--- src/source/isaPkg.sv ---
/* isaPkg
   MIPS instruction field types and the opcode, funct and rt-field encodings */

package isaPkg;

  typedef logic [31:0] instrWord;
  typedef logic [4:0]  regIdx;    // architectural register index
  typedef logic [5:0]  opcodeT;
  typedef logic [5:0]  functT;
  typedef logic [4:0]  shamtT;
  typedef logic [15:0] immT;

  // opcodes of the supported set
  localparam opcodeT opRtype  = 6'b000000;
  localparam opcodeT opRegimm = 6'b000001; // bgez and bltz, told apart by rt
  localparam opcodeT opJ      = 6'b000010;
  localparam opcodeT opJal    = 6'b000011;
  localparam opcodeT opBeq    = 6'b000100;
  localparam opcodeT opBne    = 6'b000101;
  localparam opcodeT opAddiu  = 6'b001001;
  localparam opcodeT opSlti   = 6'b001010;
  localparam opcodeT opSltiu  = 6'b001011;
  localparam opcodeT opAndi   = 6'b001100;
  localparam opcodeT opOri    = 6'b001101;
  localparam opcodeT opXori   = 6'b001110;
  localparam opcodeT opLui    = 6'b001111;
  localparam opcodeT opLw     = 6'b100011;
  localparam opcodeT opSw     = 6'b101011;

  // funct codes under opRtype
  localparam functT fnSll  = 6'b000000;
  localparam functT fnSrl  = 6'b000010;
  localparam functT fnSra  = 6'b000011;
  localparam functT fnJr   = 6'b001000;
  localparam functT fnAddu = 6'b100001;
  localparam functT fnSubu = 6'b100011;
  localparam functT fnAnd  = 6'b100100;
  localparam functT fnOr   = 6'b100101;
  localparam functT fnXor  = 6'b100110;
  localparam functT fnSlt  = 6'b101010;
  localparam functT fnSltu = 6'b101011;

  localparam regIdx rtBltz  = 5'b00000; // regimm rt field
  localparam regIdx rtBgez  = 5'b00001;
  localparam regIdx linkReg = 5'd31;    // jal destination

endpackage

--- src/source/dispatchPkg.sv ---
/* dispatchPkg
   Tomasulo-side types, instruction classes and the ALU and branch op codes */

package dispatchPkg;

  typedef logic [31:0] dataWord;
  typedef logic [4:0]  robTag;    // 0 means no producer, operand is ready
  typedef logic [5:0]  aluOpT;
  typedef logic [1:0]  branchOpT;

  // alu operation codes as the ALU station expects them
  localparam aluOpT aluAdd  = 6'b000000;
  localparam aluOpT aluAnd  = 6'b000001;
  localparam aluOpT aluOr   = 6'b000010;
  localparam aluOpT aluXor  = 6'b000011;
  localparam aluOpT aluSub  = 6'b000100;
  localparam aluOpT aluSlt  = 6'b010100;
  localparam aluOpT aluSltu = 6'b011100;
  localparam aluOpT aluSll  = 6'b100000;
  localparam aluOpT aluSrl  = 6'b100010;
  localparam aluOpT aluSra  = 6'b100011;

  // jump kind for the ROB
  localparam branchOpT brNone = 2'b00;
  localparam branchOpT brJal  = 2'b01;
  localparam branchOpT brJr   = 2'b10;
  localparam branchOpT brJ    = 2'b11;

  localparam dataWord jalLinkOffset = 32'd8; // link value is pc + 8

  typedef enum logic [3:0] {
    clsAluReg, clsAluImm, clsLui, clsShift,
    clsBranchCmp, clsBranchZero,
    clsJump, clsJumpReg, clsJumpLink,
    clsLoad, clsStore,
    clsNone
  } instrClass;

  typedef enum logic {stIdle, stRecover} issueState;

endpackage

--- src/source/instrDecoder.sv ---
/* instrDecoder
   classifies one MIPS word and derives aluOp, branchOp, destination and immediates */
`timescale 1ns/1ps

module instrDecoder import isaPkg::*, dispatchPkg::*; (
  input  instrWord  instr,
  output instrClass instClass,
  output aluOpT     aluOp,
  output branchOpT  branchOp,
  output regIdx     writeReg,
  output dataWord   immExt,
  output immT       addrImm
);

  opcodeT op;
  functT  funct;
  regIdx  rtField;
  regIdx  rdField;
  immT    imm;
  logic   signExt; // sign or zero extension of imm

  assign op      = instr[31:26];
  assign rtField = instr[20:16];
  assign rdField = instr[15:11];
  assign imm     = instr[15:0];
  assign funct   = instr[5:0];

  // one class per word, unknown encodings fall to clsNone
  always_comb
  begin
    case (op)
      opRtype:
        case (funct)
          fnAddu, fnSubu, fnAnd, fnOr, fnXor, fnSlt, fnSltu: instClass = clsAluReg;
          fnSll, fnSrl, fnSra: instClass = clsShift;
          fnJr:    instClass = clsJumpReg;
          default: instClass = clsNone;
        endcase
      opAddiu, opAndi, opOri, opXori, opSlti, opSltiu: instClass = clsAluImm;
      opLui:        instClass = clsLui;
      opBeq, opBne: instClass = clsBranchCmp;
      opRegimm:     instClass = (rtField == rtBgez || rtField == rtBltz) ? clsBranchZero
                                                                          : clsNone;
      opJ:          instClass = clsJump;
      opJal:        instClass = clsJumpLink;
      opLw:         instClass = clsLoad;
      opSw:         instClass = clsStore;
      default:      instClass = clsNone;
    endcase
  end

  always_comb
  begin
    aluOp = aluAdd; // addu, addiu, lui, jal and everything outside the alu
    if (op == opRtype)
    begin
      case (funct)
        fnSubu:  aluOp = aluSub;
        fnAnd:   aluOp = aluAnd;
        fnOr:    aluOp = aluOr;
        fnXor:   aluOp = aluXor;
        fnSlt:   aluOp = aluSlt;
        fnSltu:  aluOp = aluSltu;
        fnSll:   aluOp = aluSll;
        fnSrl:   aluOp = aluSrl;
        fnSra:   aluOp = aluSra;
        default: aluOp = aluAdd;
      endcase
    end
    else
    begin
      case (op)
        opAndi:  aluOp = aluAnd;
        opOri:   aluOp = aluOr;
        opXori:  aluOp = aluXor;
        opSlti:  aluOp = aluSlt;
        opSltiu: aluOp = aluSltu;
        default: aluOp = aluAdd;
      endcase
    end
  end

  always_comb
  begin
    case (instClass)
      clsAluReg, clsShift:         writeReg = rdField;
      clsAluImm, clsLui, clsLoad:  writeReg = rtField;
      clsJumpLink:                 writeReg = linkReg;
      default:                     writeReg = '0; // nothing written
    endcase
  end

  assign branchOp = (instClass == clsJumpLink) ? brJal :
                    (instClass == clsJumpReg)  ? brJr  :
                    (instClass == clsJump)     ? brJ   : brNone;

  // arithmetic immediates, branch offsets and address offsets are signed
  assign signExt = (op == opAddiu) || (op == opSlti) || (op == opSltiu) ||
                   (instClass == clsBranchCmp) || (instClass == clsBranchZero) ||
                   (instClass == clsLoad) || (instClass == clsStore);

  assign immExt = (instClass == clsLui) ? {imm, 16'h0000} :
                  signExt               ? {{16{imm[15]}}, imm} : {16'h0000, imm};

  assign addrImm = (instClass == clsLoad || instClass == clsStore) ? imm : '0; // lw/sw offset

endmodule

--- src/source/sourceResolver.sv ---
/* sourceResolver
   turns one source register into a ready value or a pending ROB tag, with CDB forwarding */
`timescale 1ns/1ps

module sourceResolver import dispatchPkg::*; (
  input  robTag   reorder,   // producer tag from the status file
  input  dataWord regData,
  input  logic    robReady,
  input  dataWord robValue,
  input  logic    cdbValid,
  input  robTag   cdbTag,
  input  dataWord cdbValue,
  output dataWord value,
  output robTag   tag
);

  always_comb
  begin
    value = '0; // don't-care while pending
    tag   = reorder;
    if (reorder == '0)
    begin
      value = regData; // no producer in flight
      tag   = '0;
    end
    else if (robReady)
    begin
      value = robValue; // done but not yet committed
      tag   = '0;
    end
    else if (cdbValid && cdbTag == reorder)
    begin
      value = cdbValue; // written back this very cycle
      tag   = '0;
    end
  end

endmodule

--- src/source/operandSelect.sv ---
/* operandSelect
   builds Vj/Qj and Vk/Qk for the reservation station from the class and resolved sources */
`timescale 1ns/1ps

module operandSelect import isaPkg::*, dispatchPkg::*; (
  input  instrClass instClass,
  input  instrWord  instr,
  input  dataWord   pc,
  input  dataWord   immExt,
  input  robTag     rsReorder,
  input  robTag     rtReorder,
  input  dataWord   rsData,
  input  dataWord   rtData,
  input  logic      rsRobReady,
  input  dataWord   rsRobValue,
  input  logic      rtRobReady,
  input  dataWord   rtRobValue,
  input  logic      cdbValid,
  input  robTag     cdbTag,
  input  dataWord   cdbValue,
  output dataWord   vj,
  output dataWord   vk,
  output robTag     qj,
  output robTag     qk
);

  shamtT   shamt;
  dataWord rsValue;
  dataWord rtValue;
  robTag   rsTag;
  robTag   rtTag;

  assign shamt = instr[10:6];

  // one resolver per ROB read port
  sourceResolver rsSource (
    .reorder (rsReorder), .regData (rsData), .robReady (rsRobReady), .robValue (rsRobValue),
    .cdbValid (cdbValid), .cdbTag (cdbTag), .cdbValue (cdbValue),
    .value (rsValue), .tag (rsTag)
  );

  sourceResolver rtSource (
    .reorder (rtReorder), .regData (rtData), .robReady (rtRobReady), .robValue (rtRobValue),
    .cdbValid (cdbValid), .cdbTag (cdbTag), .cdbValue (cdbValue),
    .value (rtValue), .tag (rtTag)
  );

  always_comb
  begin
    qj = '0; // constants never wait
    case (instClass)
      clsAluReg, clsAluImm, clsBranchCmp, clsBranchZero, clsJumpReg, clsLoad, clsStore:
      begin
        vj = rsValue;
        qj = rsTag;
      end
      clsShift:    vj = {27'b0, shamt}; // shift amount in the rs slot
      clsJumpLink: vj = pc;
      default:     vj = '0;              // lui, j, none
    endcase
  end

  always_comb
  begin
    qk = '0;
    case (instClass)
      clsAluReg, clsShift, clsBranchCmp, clsStore:
      begin
        vk = rtValue; // sw data rides in vk
        qk = rtTag;
      end
      clsAluImm, clsLui: vk = immExt;
      clsJumpLink:       vk = jalLinkOffset; // alu adds pc + 8
      default:           vk = '0;
    endcase
  end

endmodule

--- src/source/issueControl.sv ---
/* issueControl
   rollback recovery state, station full selection and the one-cycle issue strobes */
`timescale 1ns/1ps

module issueControl import dispatchPkg::*; (
  input  logic      clk,
  input  logic      rstN,
  input  instrClass instClass,
  input  logic [4:0] writeReg,
  input  robTag     qj,
  input  logic      stall,
  input  logic      rollback,
  input  logic      robFull,
  input  logic      aluFull,
  input  logic      branchFull,
  input  logic      loadFull,
  input  logic      storeFull,
  output logic      robIssue,
  output logic      regStatIssue,
  output logic      aluIssue,
  output logic      branchIssue,
  output logic      loadIssue,
  output logic      storeIssue,
  output logic      jrStall,
  output logic      robEntryReady,
  output logic      rsBusy
);

  issueState state;
  logic      selFull;  // full flag of the target station
  logic      aluClass;
  logic      issueOk;

  // rollback holds off issue for its own cycle and the one after
  always_ff @(posedge clk or negedge rstN)
  begin
    if (!rstN)
      state <= stRecover; // come out of reset blocked
    else
      state <= rollback ? stRecover : stIdle;
  end

  assign aluClass = (instClass == clsAluReg) || (instClass == clsAluImm) ||
                    (instClass == clsLui) || (instClass == clsShift);

  always_comb
  begin
    case (instClass)
      clsAluReg, clsAluImm, clsLui, clsShift: selFull = aluFull;
      clsBranchCmp, clsBranchZero:            selFull = branchFull;
      clsLoad:                                selFull = loadFull;
      clsStore:                               selFull = storeFull;
      default:                                selFull = 1'b0; // jumps go to the ROB only
    endcase
  end

  assign jrStall = (instClass == clsJumpReg) && (qj != '0); // target not known yet

  assign issueOk = !stall && !robFull && !selFull && !rollback && (state == stIdle) &&
                   !jrStall && (instClass != clsNone);

  assign robIssue     = issueOk; // every issued op takes a ROB entry
  assign aluIssue     = issueOk && (aluClass || instClass == clsJumpLink) && (writeReg != '0);
  assign branchIssue  = issueOk && (instClass == clsBranchCmp || instClass == clsBranchZero);
  assign loadIssue    = issueOk && (instClass == clsLoad) && (writeReg != '0);
  assign storeIssue   = issueOk && (instClass == clsStore);
  assign regStatIssue = issueOk && (aluClass || instClass == clsJumpLink ||
                                    instClass == clsLoad);

  // ROB needs no CDB result when no station got the op
  assign robEntryReady = ~(aluIssue | branchIssue | loadIssue | storeIssue);
  assign rsBusy        = selFull | robFull;

endmodule

--- src/source/dispatchUnit.sv ---
/* dispatchUnit
   decode and dispatch stage of the Tomasulo core, decoder plus operand select plus issue */
`timescale 1ns/1ps

module dispatchUnit import dispatchPkg::*; (
  input  logic       clk,
  input  logic       rstN,
  input  logic [31:0] instr,
  input  dataWord    pc,
  input  logic       stall,
  input  logic       rollback,
  input  logic       robFull,
  input  logic       aluFull,
  input  logic       branchFull,
  input  logic       loadFull,
  input  logic       storeFull,
  input  robTag      rsReorder,   // status file lookup
  input  robTag      rtReorder,
  input  dataWord    rsData,      // register file lookup
  input  dataWord    rtData,
  input  logic       rsRobReady,  // ROB lookup by reorder tag
  input  dataWord    rsRobValue,
  input  logic       rtRobReady,
  input  dataWord    rtRobValue,
  input  logic       cdbValid,
  input  robTag      cdbTag,
  input  dataWord    cdbValue,
  output logic [4:0] rs,
  output logic [4:0] rt,
  output logic       robIssue,
  output logic       regStatIssue,
  output logic       aluIssue,
  output logic       branchIssue,
  output logic       loadIssue,
  output logic       storeIssue,
  output logic       jrStall,
  output logic       robEntryReady,
  output logic       rsBusy,
  output dataWord    vj,
  output dataWord    vk,
  output robTag      qj,
  output robTag      qk,
  output logic [15:0] addrImm,
  output aluOpT      aluOp,
  output branchOpT   branchOp,
  output logic [4:0] writeReg
);

  instrClass instClass;
  dataWord   immExt;

  assign rs = instr[25:21]; // raw fields index the register and status files
  assign rt = instr[20:16];

  instrDecoder i_instrDecoder (
    .instr (instr), .instClass (instClass), .aluOp (aluOp), .branchOp (branchOp),
    .writeReg (writeReg), .immExt (immExt), .addrImm (addrImm)
  );

  operandSelect i_operandSelect (
    .instClass (instClass), .instr (instr), .pc (pc), .immExt (immExt),
    .rsReorder (rsReorder), .rtReorder (rtReorder), .rsData (rsData), .rtData (rtData),
    .rsRobReady (rsRobReady), .rsRobValue (rsRobValue),
    .rtRobReady (rtRobReady), .rtRobValue (rtRobValue),
    .cdbValid (cdbValid), .cdbTag (cdbTag), .cdbValue (cdbValue),
    .vj (vj), .vk (vk), .qj (qj), .qk (qk)
  );

  // qj feeds back for the jr stall
  issueControl i_issueControl (
    .clk (clk), .rstN (rstN), .instClass (instClass), .writeReg (writeReg), .qj (qj),
    .stall (stall), .rollback (rollback), .robFull (robFull), .aluFull (aluFull),
    .branchFull (branchFull), .loadFull (loadFull), .storeFull (storeFull),
    .robIssue (robIssue), .regStatIssue (regStatIssue), .aluIssue (aluIssue),
    .branchIssue (branchIssue), .loadIssue (loadIssue), .storeIssue (storeIssue),
    .jrStall (jrStall), .robEntryReady (robEntryReady), .rsBusy (rsBusy)
  );

endmodule

--- config.mk ---
export PLATFORM = sky130hd
export DESIGN_NAME = dispatchUnit
export DESIGN_NICKNAME = d
export VERILOG_FILES = /design/src/source/isaPkg.sv /design/src/source/dispatchPkg.sv /design/src/source/instrDecoder.sv /design/src/source/sourceResolver.sv /design/src/source/operandSelect.sv /design/src/source/issueControl.sv /design/src/source/dispatchUnit.sv
export SDC_FILE = /design/constraint.sdc
export NUM_CORES = 1
export LEC_CHECK = 0
export ABC_CLOCK_PERIOD_IN_PS = 3650
export BUFFER_PORTS_ARGS = -buffer_cell sky130_fd_sc_hd__buf_2
export CORE_AREA = 5 5 142 144
export CTS_BUF_LIST = sky130_fd_sc_hd__clkbuf_8
export DETAILED_ROUTE_END_ITERATION = 12
export DIE_AREA = 0 0 147 149
export PLACE_DENSITY_LB_ADDON = 0.15
export RECOVER_POWER = 50
export SKIP_CTS_REPAIR_TIMING = 1
export SYNTH_ARGS = -nofsm -noshare
export SYNTH_HDL_FRONTEND = slang
export SYNTH_SLANG_ARGS = --single-unit
--- constraint.sdc ---
create_clock -name clk -period 3.65 [get_ports clk]
set_input_delay 0.1825 -clock clk [delete_from_list [all_inputs] [get_ports clk]]
set_output_delay 0.1825 -clock clk [all_outputs]
set_load 0.02 [all_outputs]
==> reports/metrics.csv, run 1 <==
metric;value;unit
status;complete, no violations;
critical path cell sequence;clkbuf_1 -> inv_1 -> a211oi_1 -> o211ai_1 -> a211oi_2 -> a21oi_4 -> buf_4 -> o31ai_1 -> buf_2;
number of global-route vias before repair;5679;
Rel. slew slack;50.15;%
# setup viols final;0;
vias per inst;5.182;
Async S/R FF share, synth;100.0;%
Detailed Route Iter0 Violations;253;
ant diodes;0;
P&R area growth vs syn;53.46;%
DRT Pass-1 Iters;5;
Synth cell types;53;
Leak;2.500;nW
initial antenna violation count;3;
post-route design area;5434;um2
Finished Layout Cells;1121;
worst path required time;3.47;ns
via count;5809;
buffers and inverters on the worst path;4;
placed cells;1121;
Max Cap Viol;0;
total track usage;20.89;%
number of synthesized flops with an enable pin;0;
leading cell type in the layout, fill and taps excluded;buf_2;
Fin. Hold Viols;0;
Final TNS setup;0;ns
Worst Path Arrival;3.04;ns
unrepaired setup endpoints after global routing;no;
sequential element share of the synthesized area;0.7420;%
share of layout cells above drive strength 1;41.04;%
Critical Path Sink Type;primary output;
VDD IR-drop max;37.73;uV
ANT nets after route;0;
row count;50;
Biggest register;i_issueControl.state;
DIE AREA;21900;um2
critical path type;in2out;
worst min path class;in2async;
fin util;29.25;%
core area;18580;um2
max FFs per register;1;
Synthesized Nets;832;
Max Slew Vio Count;0;
largest net degree at the start of global routing;43;
highest clock rate;310.3;MHz
I/O Buffers;362;
HPWL Detailed;21140;um
Area contributors post-synth;a221oi_1 16%, nor2b_1 13%, o31ai_1 9.5%;
crit-path max cell delay;0.55;ns
detailed-route DRC error count;0;
Starting Density;19.06;%
total wire length;25110;um
crit path max fanout;34;
PwrDens;101.0;nW/um2
final-stage net count;1140;
syn_area_per_cell;6.094;um2
Remaining Overflow, GRT;0;
Crit-path slowest cell;clkbuf_1;
die height;149;um
synthesis warning total;0;
cell count after synthesis;581;
DIE WIDTH;147;um
most frequent cells in the layout;327 x buf_2, 82 x nor2_1, 72 x nand2_1, 71 x nor2b_1, 64 x a221oi_1;
post-synth top area share;15.83;%
Worst-path clk slew;0;ns
GP Congestion;0.8715;
first-pass GRT wire length;35650;um
Yosys reg bits;1;
Power Total;0.0005486;W
cell taking the most area after synthesis;a221oi_1;
post-placement cell area;5490;um2
post-route minimum period;3.223;ns
WL/cell;22.40;um
Top Registers;i_issueControl.state x1;
Post-synth top flop;dfstp_2;
Top Ports;373;
Cell Area, Synth;3541;um2
Slew @ Worst Pin;0.7478;ns
cell family with most CP delay;compound AO/OA/AOI/OAI gates;
Final Cycle Share;88.29;%
startpoint types;primary input;
how the worst max path moves through the flow:
stage                    from        to  cells past startpoint
detailed placement   instr[1]     vk[4]                      9
global placement    instr[17]  aluIssue                      8
CTS                  instr[1]     vk[4]                      9
floorplan           instr[17]  aluIssue                      7
global route        instr[29]    vk[30]                      9
finish              instr[29]     vk[4]                      9
metrics by stage:
| stage | hold slack, ns | setup WS, ns |
|---|---|---|
| floorplan | 0.03466 | 0.8093 |
| global placement | 0.1163 | 0.6594 |
| detailed placement | 0.1236 | 0.6086 |
| CTS | 0.1230 | 0.5899 |
| global route | 0.1293 | 0.2295 |
| finish | 0.1227 | 0.4272 |
cells in the mapped netlist, drive strengths merged (6+ instances only):
cell type,n
clkbuf,54
nor4b,7
o311ai,16
a221o,11
nor3,16
xor2,8
a221oi,64
nand3,8
o31ai,45
nor2b,71
nor4,11
a21oi,6
o21ai,6
buf,22
nand2,72
and2,25
nor2,82
final cells by class:
class                      count  area (um2)
fill                        2180       13150
multi-input combinational    499        3184
timing repair buffer         382        1912
tap                          234       292.8
sequential                     1       26.28
inverter                       5       18.77
power by group:
group,internal (W),total (W),switching [W]
clock,0,0,0
sequential,0.0000123,0.0000124,0.000000183
combinational,0.000222,0.000536,0.000314
total,0.000234,0.000549,0.000314
layer usage:
metal  GRT usage (%)  routed length, um  up-vias
li1                -                  -     2801
met1           25.16              10120     2708
met2           39.27              12860      264
met3           4.436               1661       30
met4           2.377                436        6
met5               0                 34        -
cells by family (layout without fill, tap and decap cells):
logic type / count (synthesis) / after routing / synth area share, %
xor gates and xnor gates: 12 / 12 / 2.968
AOI/OAI and AO/OA: 172 / 172 / 40.04
muxes: 1 / 1 / 0.3180
DFF: 1 / 1 / 0.7422
and+or+nand+nor: 314 / 314 / 45.79
buffers and inverters: 81 / 387 / 10.14
Power figures use the tool's default switching activity.
==> run 2, diff against run 1 <==
- ABC_AREA: not set -> 1
- CAP_MARGIN: not set -> 5
==> run 2 against run 1 <==
Routed wire length is 1.8% higher; utilization is 0.20 points lower; critical path depth grew 5; largest power group unchanged.
==> reports/metrics.csv, run 2 <==
metric;value;unit;change
Rel. slew slack;39.07;%;was 50.15%
startpoint types;primary input;;unchanged
status;complete, no violations;;unchanged
Worst Path Arrival;2.79;ns;was 3.04 ns
GP Congestion;0.8710;;was 0.8715
worst path required time;3.47;ns;about the same
row count;50;;unchanged
unrepaired setup endpoints after global routing;no;;unchanged
Max Slew Vio Count;0;;unchanged
core area;18580;um2;unchanged
Synthesized Nets;973;;was 832
fin util;29.05;%;was 29.25%
Top Ports;373;;unchanged
DIE AREA;21900;um2;unchanged
Top Registers;i_issueControl.state x1;;unchanged
crit path max fanout;11;;was 34
highest clock rate;336.5;MHz;was 310.3 MHz
sequential element share of the synthesized area;0.7384;%;was 0.7420%
WL/cell;20.05;um;was 22.40 um
Cell Area, Synth;3558;um2;was 3541 um2
Flop pwr share;2.3;%;about the same
number of synthesized flops with an enable pin;0;;unchanged
post-synth top area share;22.36;%;was 15.83%
Critical Path Sink Type;primary output;;unchanged
Post-synth top flop;dfstp_2;;unchanged
vias per inst;4.787;;was 5.182
detailed-route DRC error count;0;;unchanged
Synth cell types;38;;was 53
cell taking the most area after synthesis;nand2_1;;was a221oi_1
largest net degree at the start of global routing;52;;was 43
synthesis warning total;0;;unchanged
# setup viols final;0;;unchanged
Commonest cells post-synth;212 x nand2_1, 82 x inv_1, 74 x nor2_1, 55 x nand3_1, 40 x nor3_1;;was 82 x nor2_1, 72 x nand2_1, 71 x nor2b_1, 64 x a221oi_1, 54 x clkbuf_1
cell count after synthesis;722;;was 581
Area contributors post-synth;nand2_1 22%, inv_1 8.6%, o221ai_1 8.4%;;was a221oi_1 16%, nor2b_1 13%, o31ai_1 9.5%
number of global-route vias before repair;6144;;was 5,679
part of the power in combinational logic;97.7;%;about the same
total track usage;21.45;%;was 20.89%
HPWL Detailed;21480;um;was 21,140 um
VDD IR-drop max;40.51;uV;was 37.73 uV
switching share of power;62.34;%;was 57.27%
Remaining Overflow, GRT;0;;unchanged
total wire length;25570;um;was 25,110 um
Detailed Route Iter0 Violations;335;;was 253
cell internal pwr;0.0002052;W;was 0.0002345 W
first-pass GRT wire length;36870;um;was 35,650 um
Clock Power Share;0;%;about the same
Final Cycle Share;81.41;%;was 88.29%
crit-path max cell delay;0.44;ns;was 0.55 ns
I/O Buffers;362;;unchanged
critical path type;in2out;;unchanged
Async S/R FF share, synth;100.0;%;unchanged
Worst-path clk slew;0;ns;about the same
DIE WIDTH;147;um;unchanged
DRT Pass-1 Iters;5;;unchanged
Biggest register;i_issueControl.state;;unchanged
Starting Density;19.15;%;was 19.06%
Yosys reg bits;1;;unchanged
Final TNS setup;0;ns;unchanged
post-route minimum period;2.972;ns;was 3.223 ns
final-stage net count;1293;;was 1,140
most common cell in the netlist;nand2_1;;was nor2_1
Fin. Hold Viols;0;;unchanged
Crit-path slowest cell;nor2_2;;was clkbuf_1
die height;149;um;unchanged
ANT nets after route;0;;unchanged
max FFs per register;1;;unchanged
PwrDens;100.9;nW/um2;was 101.0 nW/um2
initial antenna violation count;3;;unchanged
Slew @ Worst Pin;0.9139;ns;was 0.7478 ns
critical path cell sequence;buf_2 -> nor2_2 -> nand3_1 -> nor2_1 -> nor3_1 -> nand4_1 -> nand3_1 -> o31ai_1 -> nand2_1 -> nand2_1 -> nand3_1 -> nor2_1 -> nor2_1 -> buf_2;;was clkbuf_1 -> inv_1 -> a211oi_1 -> o211ai_1 -> a211oi_2 -> a21oi_4 -> buf_4 -> o31ai_1 -> buf_2
P&R area growth vs syn;51.69;%;was 53.46%
worst min path class;in2async;;unchanged
Leak;3.295;nW;was 2.500 nW
most frequent cells in the layout;313 x buf_2, 212 x nand2_1, 82 x inv_1, 74 x nor2_1, 55 x nand3_1;;was 327 x buf_2, 82 x nor2_1, 72 x nand2_1, 71 x nor2b_1, 64 x a221oi_1
leading cell type in the layout, fill and taps excluded;buf_2;;unchanged
sw power;0.0003396;W;was 0.0003142 W
via count;6104;;was 5,809
share of layout cells above drive strength 1;35.00;%;was 41.04%
Max Cap Viol;0;;unchanged
syn_area_per_cell;4.929;um2;was 6.094 um2
run 2: cell count changes after synthesis, moves of 20 or more:
| cell | previous run | this run |
|---|---|---|
| o221ai_1 | 0 | 34 |
| o21ai_1 | 0 | 33 |
| nand2_1 | 72 | 212 |
| a221oi_1 | 64 | 0 |
| nor2b_1 | 71 | 0 |
| o31ai_1 | 45 | 1 |
| nand3_1 | 7 | 55 |
| nor3_1 | 16 | 40 |
| clkbuf_1 | 54 | 34 |
| and2_1 | 25 | 0 |
| inv_1 | 5 | 82 |
| o21ai_0 | 6 | 35 |
run 2: layout make-up:
type,count,area [um2]
Tap cell,234,292.8
Inverter,89,339.1
Multi-Input combinational cell,577,2912
Timing Repair Buffer,373,1826
Sequential cell,1,26.28
Fill cell,2305,13180
Antenna cell,1,2.502
run 2: through the flow:
stage	instance area [um2]	hold WS (ns)	power [W]	instances	setup slack, ns
after floorplan	3558	0.03466	0.0002870	722	1.304
after global placement	5482	0.1145	0.0005554	1274	0.7491
after detailed placement	5482	0.1187	0.0005536	1274	0.8208
after CTS	5482	0.1180	0.0005559	1274	0.8290
after global routing	5398	0.1233	0.0005980	1275	0.3391
final	5398	0.1151	0.0005449	1275	0.6785
run 2: layer usage:
| layer | vias to the layer above | track usage [%] | routed length [um] |
|---|---|---|---|
| li1 | 3072 | - | - |
| met1 | 2714 | 27.02 | 10710 |
| met2 | 283 | 37.61 | 12230 |
| met3 | 33 | 4.406 | 1922 |
| met4 | 2 | 5.079 | 696 |
| met5 | - | 0 | 7 |
run 2: logic make-up (layout without fill, tap and decap cells):
logic type,Yosys count,in the layout,synth area share [%]
simple gates,417,417,52.14
other cells,0,1,0
compound gates,160,160,29.71
flops,1,1,0.7385
buf+inv,144,462,17.40
run 2: power groups by stage:
stage	registers (W)	clock network [W]	logic [W]
2_1_floorplan	0.0000124	0	0.000275
3_3_place_gp	0.0000124	0	0.000543
3_5_place_dp	0.0000125	0	0.000541
4_1_cts	0.0000124	0	0.000544
5_1_grt	0.0000124	0.0000000000367	0.000586
6_report	0.0000124	0.0000000000368	0.000532
run 2: worst max-delay path, delay by kind of cell:
kind / cells / cell delay [ns]
buffers and inverters: 2 / 0.29
AO/OA/AOI/OAI: 1 / 0.12
AND/OR/NAND/NOR: 11 / 2.20
run 2: path summary, 6_finish.rpt:
check	from	end	slack (ns)	cells past startpoint
max	instr[31]	robEntryReady	0.68	14
min	rstN	i_issueControl.state	0.12	1
max in group asynchronous	rstN	i_issueControl.state	3.51	1
min in group clk	rollback	i_issueControl.state	0.30	1
==> run 3, diff against run 2 <==
- ABC_AREA: 1 -> 0
- ABC_CLOCK_PERIOD_IN_PS: 3650 -> 2600
- clock period: 3.65 -> 2.6 ns (I/O delays scaled with it)
==> run 3 against run 2 <==
Routed wire length is 1.4% higher; combinational power is 61% higher; worst setup slack worse by 0.67 ns; worst hold slack got worse by 0.052 ns; flip-flop and latch count did not move; highest routed layer unchanged.
==> reports/metrics.csv, run 3 (synthesis results as in run 1) <==
metric;value;unit;change
DIE AREA;21900;um2;unchanged
crit path max fanout;7;;was 11
Starting Density;19.06;%;was 19.15%
Worst Path Arrival;2.46;ns;was 2.79 ns
Top Ports;373;;unchanged
part of the power in combinational logic;98.0;%;was 97.7%
status;complete, no violations;;unchanged
VDD IR-drop max;48.11;uV;was 40.51 uV
final-stage net count;1177;;was 1,293
cell family with most CP delay;simple AND/OR/NAND/NOR gates;;unchanged
sw power;0.0004824;W;was 0.0003396 W
fin util;32.48;%;was 29.05%
WL/cell;22.33;um;was 20.05 um
max FFs per register;1;;unchanged
leading cell type in the layout, fill and taps excluded;buf_2;;unchanged
DRT Pass-1 Iters;5;;unchanged
worst min path class;in2async;;unchanged
CP most frequent cell;buf_6;;
Worst-path clk slew;0;ns;about the same
Detailed Route Iter0 Violations;311;;was 335
post-route setup slack;0.005351;ns;was 0.6785 ns
Crit-path slowest cell;or4b_4;;was nor2_2
critical path cell sequence;buf_6 -> or4_4 -> or4b_4 -> nand3_4 -> a211oi_4 -> a221o_2 -> a311o_1 -> buf_6;;was buf_2 -> nor2_2 -> nand3_1 -> nor2_1 -> nor3_1 -> nand4_1 -> nand3_1 -> o31ai_1 -> nand2_1 -> nand2_1 -> nand3_1 -> nor2_1 -> nor2_1 -> buf_2
row count;50;;unchanged
Remaining Overflow, GRT;0;;unchanged
total wire length;25920;um;was 25,570 um
Clock Power Share;0;%;about the same
most frequent cells in the layout;345 x buf_2, 80 x nor2_1, 71 x nand2_1, 70 x nor2b_1, 64 x a221oi_1;;was 313 x buf_2, 212 x nand2_1, 82 x inv_1, 74 x nor2_1, 55 x nand3_1
DIE WIDTH;147;um;unchanged
number of global-route vias before repair;6012;;was 6,144
share of layout cells above drive strength 1;49.24;%;was 35.00%
Fin. Hold Viols;0;;unchanged
crit-path max cell delay;0.58;ns;was 0.44 ns
Slew @ Worst Pin;0.6621;ns;was 0.9139 ns
P&R area growth vs syn;70.46;%;was 51.69%
Critical Path Sink Type;primary output;;unchanged
critical path type;in2out;;unchanged
HPWL Detailed;21790;um;was 21,480 um
Max Cap Viol;0;;unchanged
Max Slew Vio Count;0;;unchanged
PwrDens;145.0;nW/um2;was 100.9 nW/um2
Biggest register;i_issueControl.state;;unchanged
startpoint types;primary input;;unchanged
Rel. slew slack;55.49;%;was 39.07%
vias per inst;5.220;;was 4.787
pre-CTS setup slack;-0.1031;ns;was 0.8208 ns
first-pass GRT wire length;36890;um;was 36,870 um
unrepaired setup endpoints after global routing;yes;;was no
GP Congestion;0.8925;;was 0.8710
post-route minimum period;2.595;ns;
detailed-route DRC error count;0;;unchanged
via count;6061;;was 6,104
highest clock rate;385.4;MHz;
core area;18580;um2;unchanged
worst path required time;2.47;ns;was 3.47 ns
launch point of the worst path;instr[19];;was instr[31]
# setup viols final;0;;unchanged
Top Registers;i_issueControl.state x1;;unchanged
Power Total;0.0008751;W;was 0.0005449 W
cell internal pwr;0.0003928;W;was 0.0002052 W
fill count;2162;;was 2,305
I/O Buffers;362;;unchanged
die height;149;um;unchanged
Finished Layout Cells;1161;;was 1,275
initial antenna violation count;7;;was 3
total track usage;21.55;%;was 21.45%
largest net degree at the start of global routing;51;;was 52
Final Cycle Share;99.79;%;
placed cells;1157;;was 1,274
Leak;2.893;nW;was 3.295 nW
switching share of power;55.12;%;was 62.34%
WHS;0.06284;ns;was 0.1151 ns
buffers and inverters on the worst path;2;;unchanged
Flop pwr share;2.0;%;was 2.3%
ANT nets after route;0;;unchanged
run 3: area by class of cell:
cell class | instances | area (um2) | share of cell area, %
multi-input cells | 499 | 3366 | 55.76
repair buffers | 419 | 2325 | 38.52
well taps | 234 | 292.8 | 4.851
flip-flops and latches | 1 | 26.28 | 0.4353
inverters | 5 | 18.77 | 0.3109
diodes | 3 | 7.507 | 0.1244
run 3: routing by layer:
layer  routed length [um]  global-route usage (%)
met3                 2167                   4.619
met4                  664                   4.939
met1                 9900                   25.77
met5                   53                       0
met2                13140                   39.48
run 3: worst max-delay path by stage:
stage,end,slack (ns),depth (start not counted)
floorplan,aluIssue,-0.14,7
global placement,aluIssue,-0.06,8
detailed placement,aluIssue,-0.10,8
CTS,aluIssue,-0.11,8
global route,robEntryReady,-0.05,8
finish,robEntryReady,0.005,8
run 3: power by group through the flow:
stage / sequential, W / clock [W] / combinational [W]
CTS: 0.0000174 / 0 / 0.000835
global placement: 0.0000174 / 0 / 0.000833
detailed placement: 0.0000175 / 0 / 0.000833
floorplan: 0.0000174 / 0 / 0.000404
finish: 0.0000174 / 0.000000000155 / 0.000858
global route: 0.0000174 / 0.000000000155 / 0.000922
run 3: through the flow:
stage	TNS [ns]	area, um2
floorplan	-0.2713	3541
global placement	-0.1631	5811
finish	0	6036
CTS	-0.4038	5811
detailed placement	-0.3428	5811
global route	-0.09775	6036
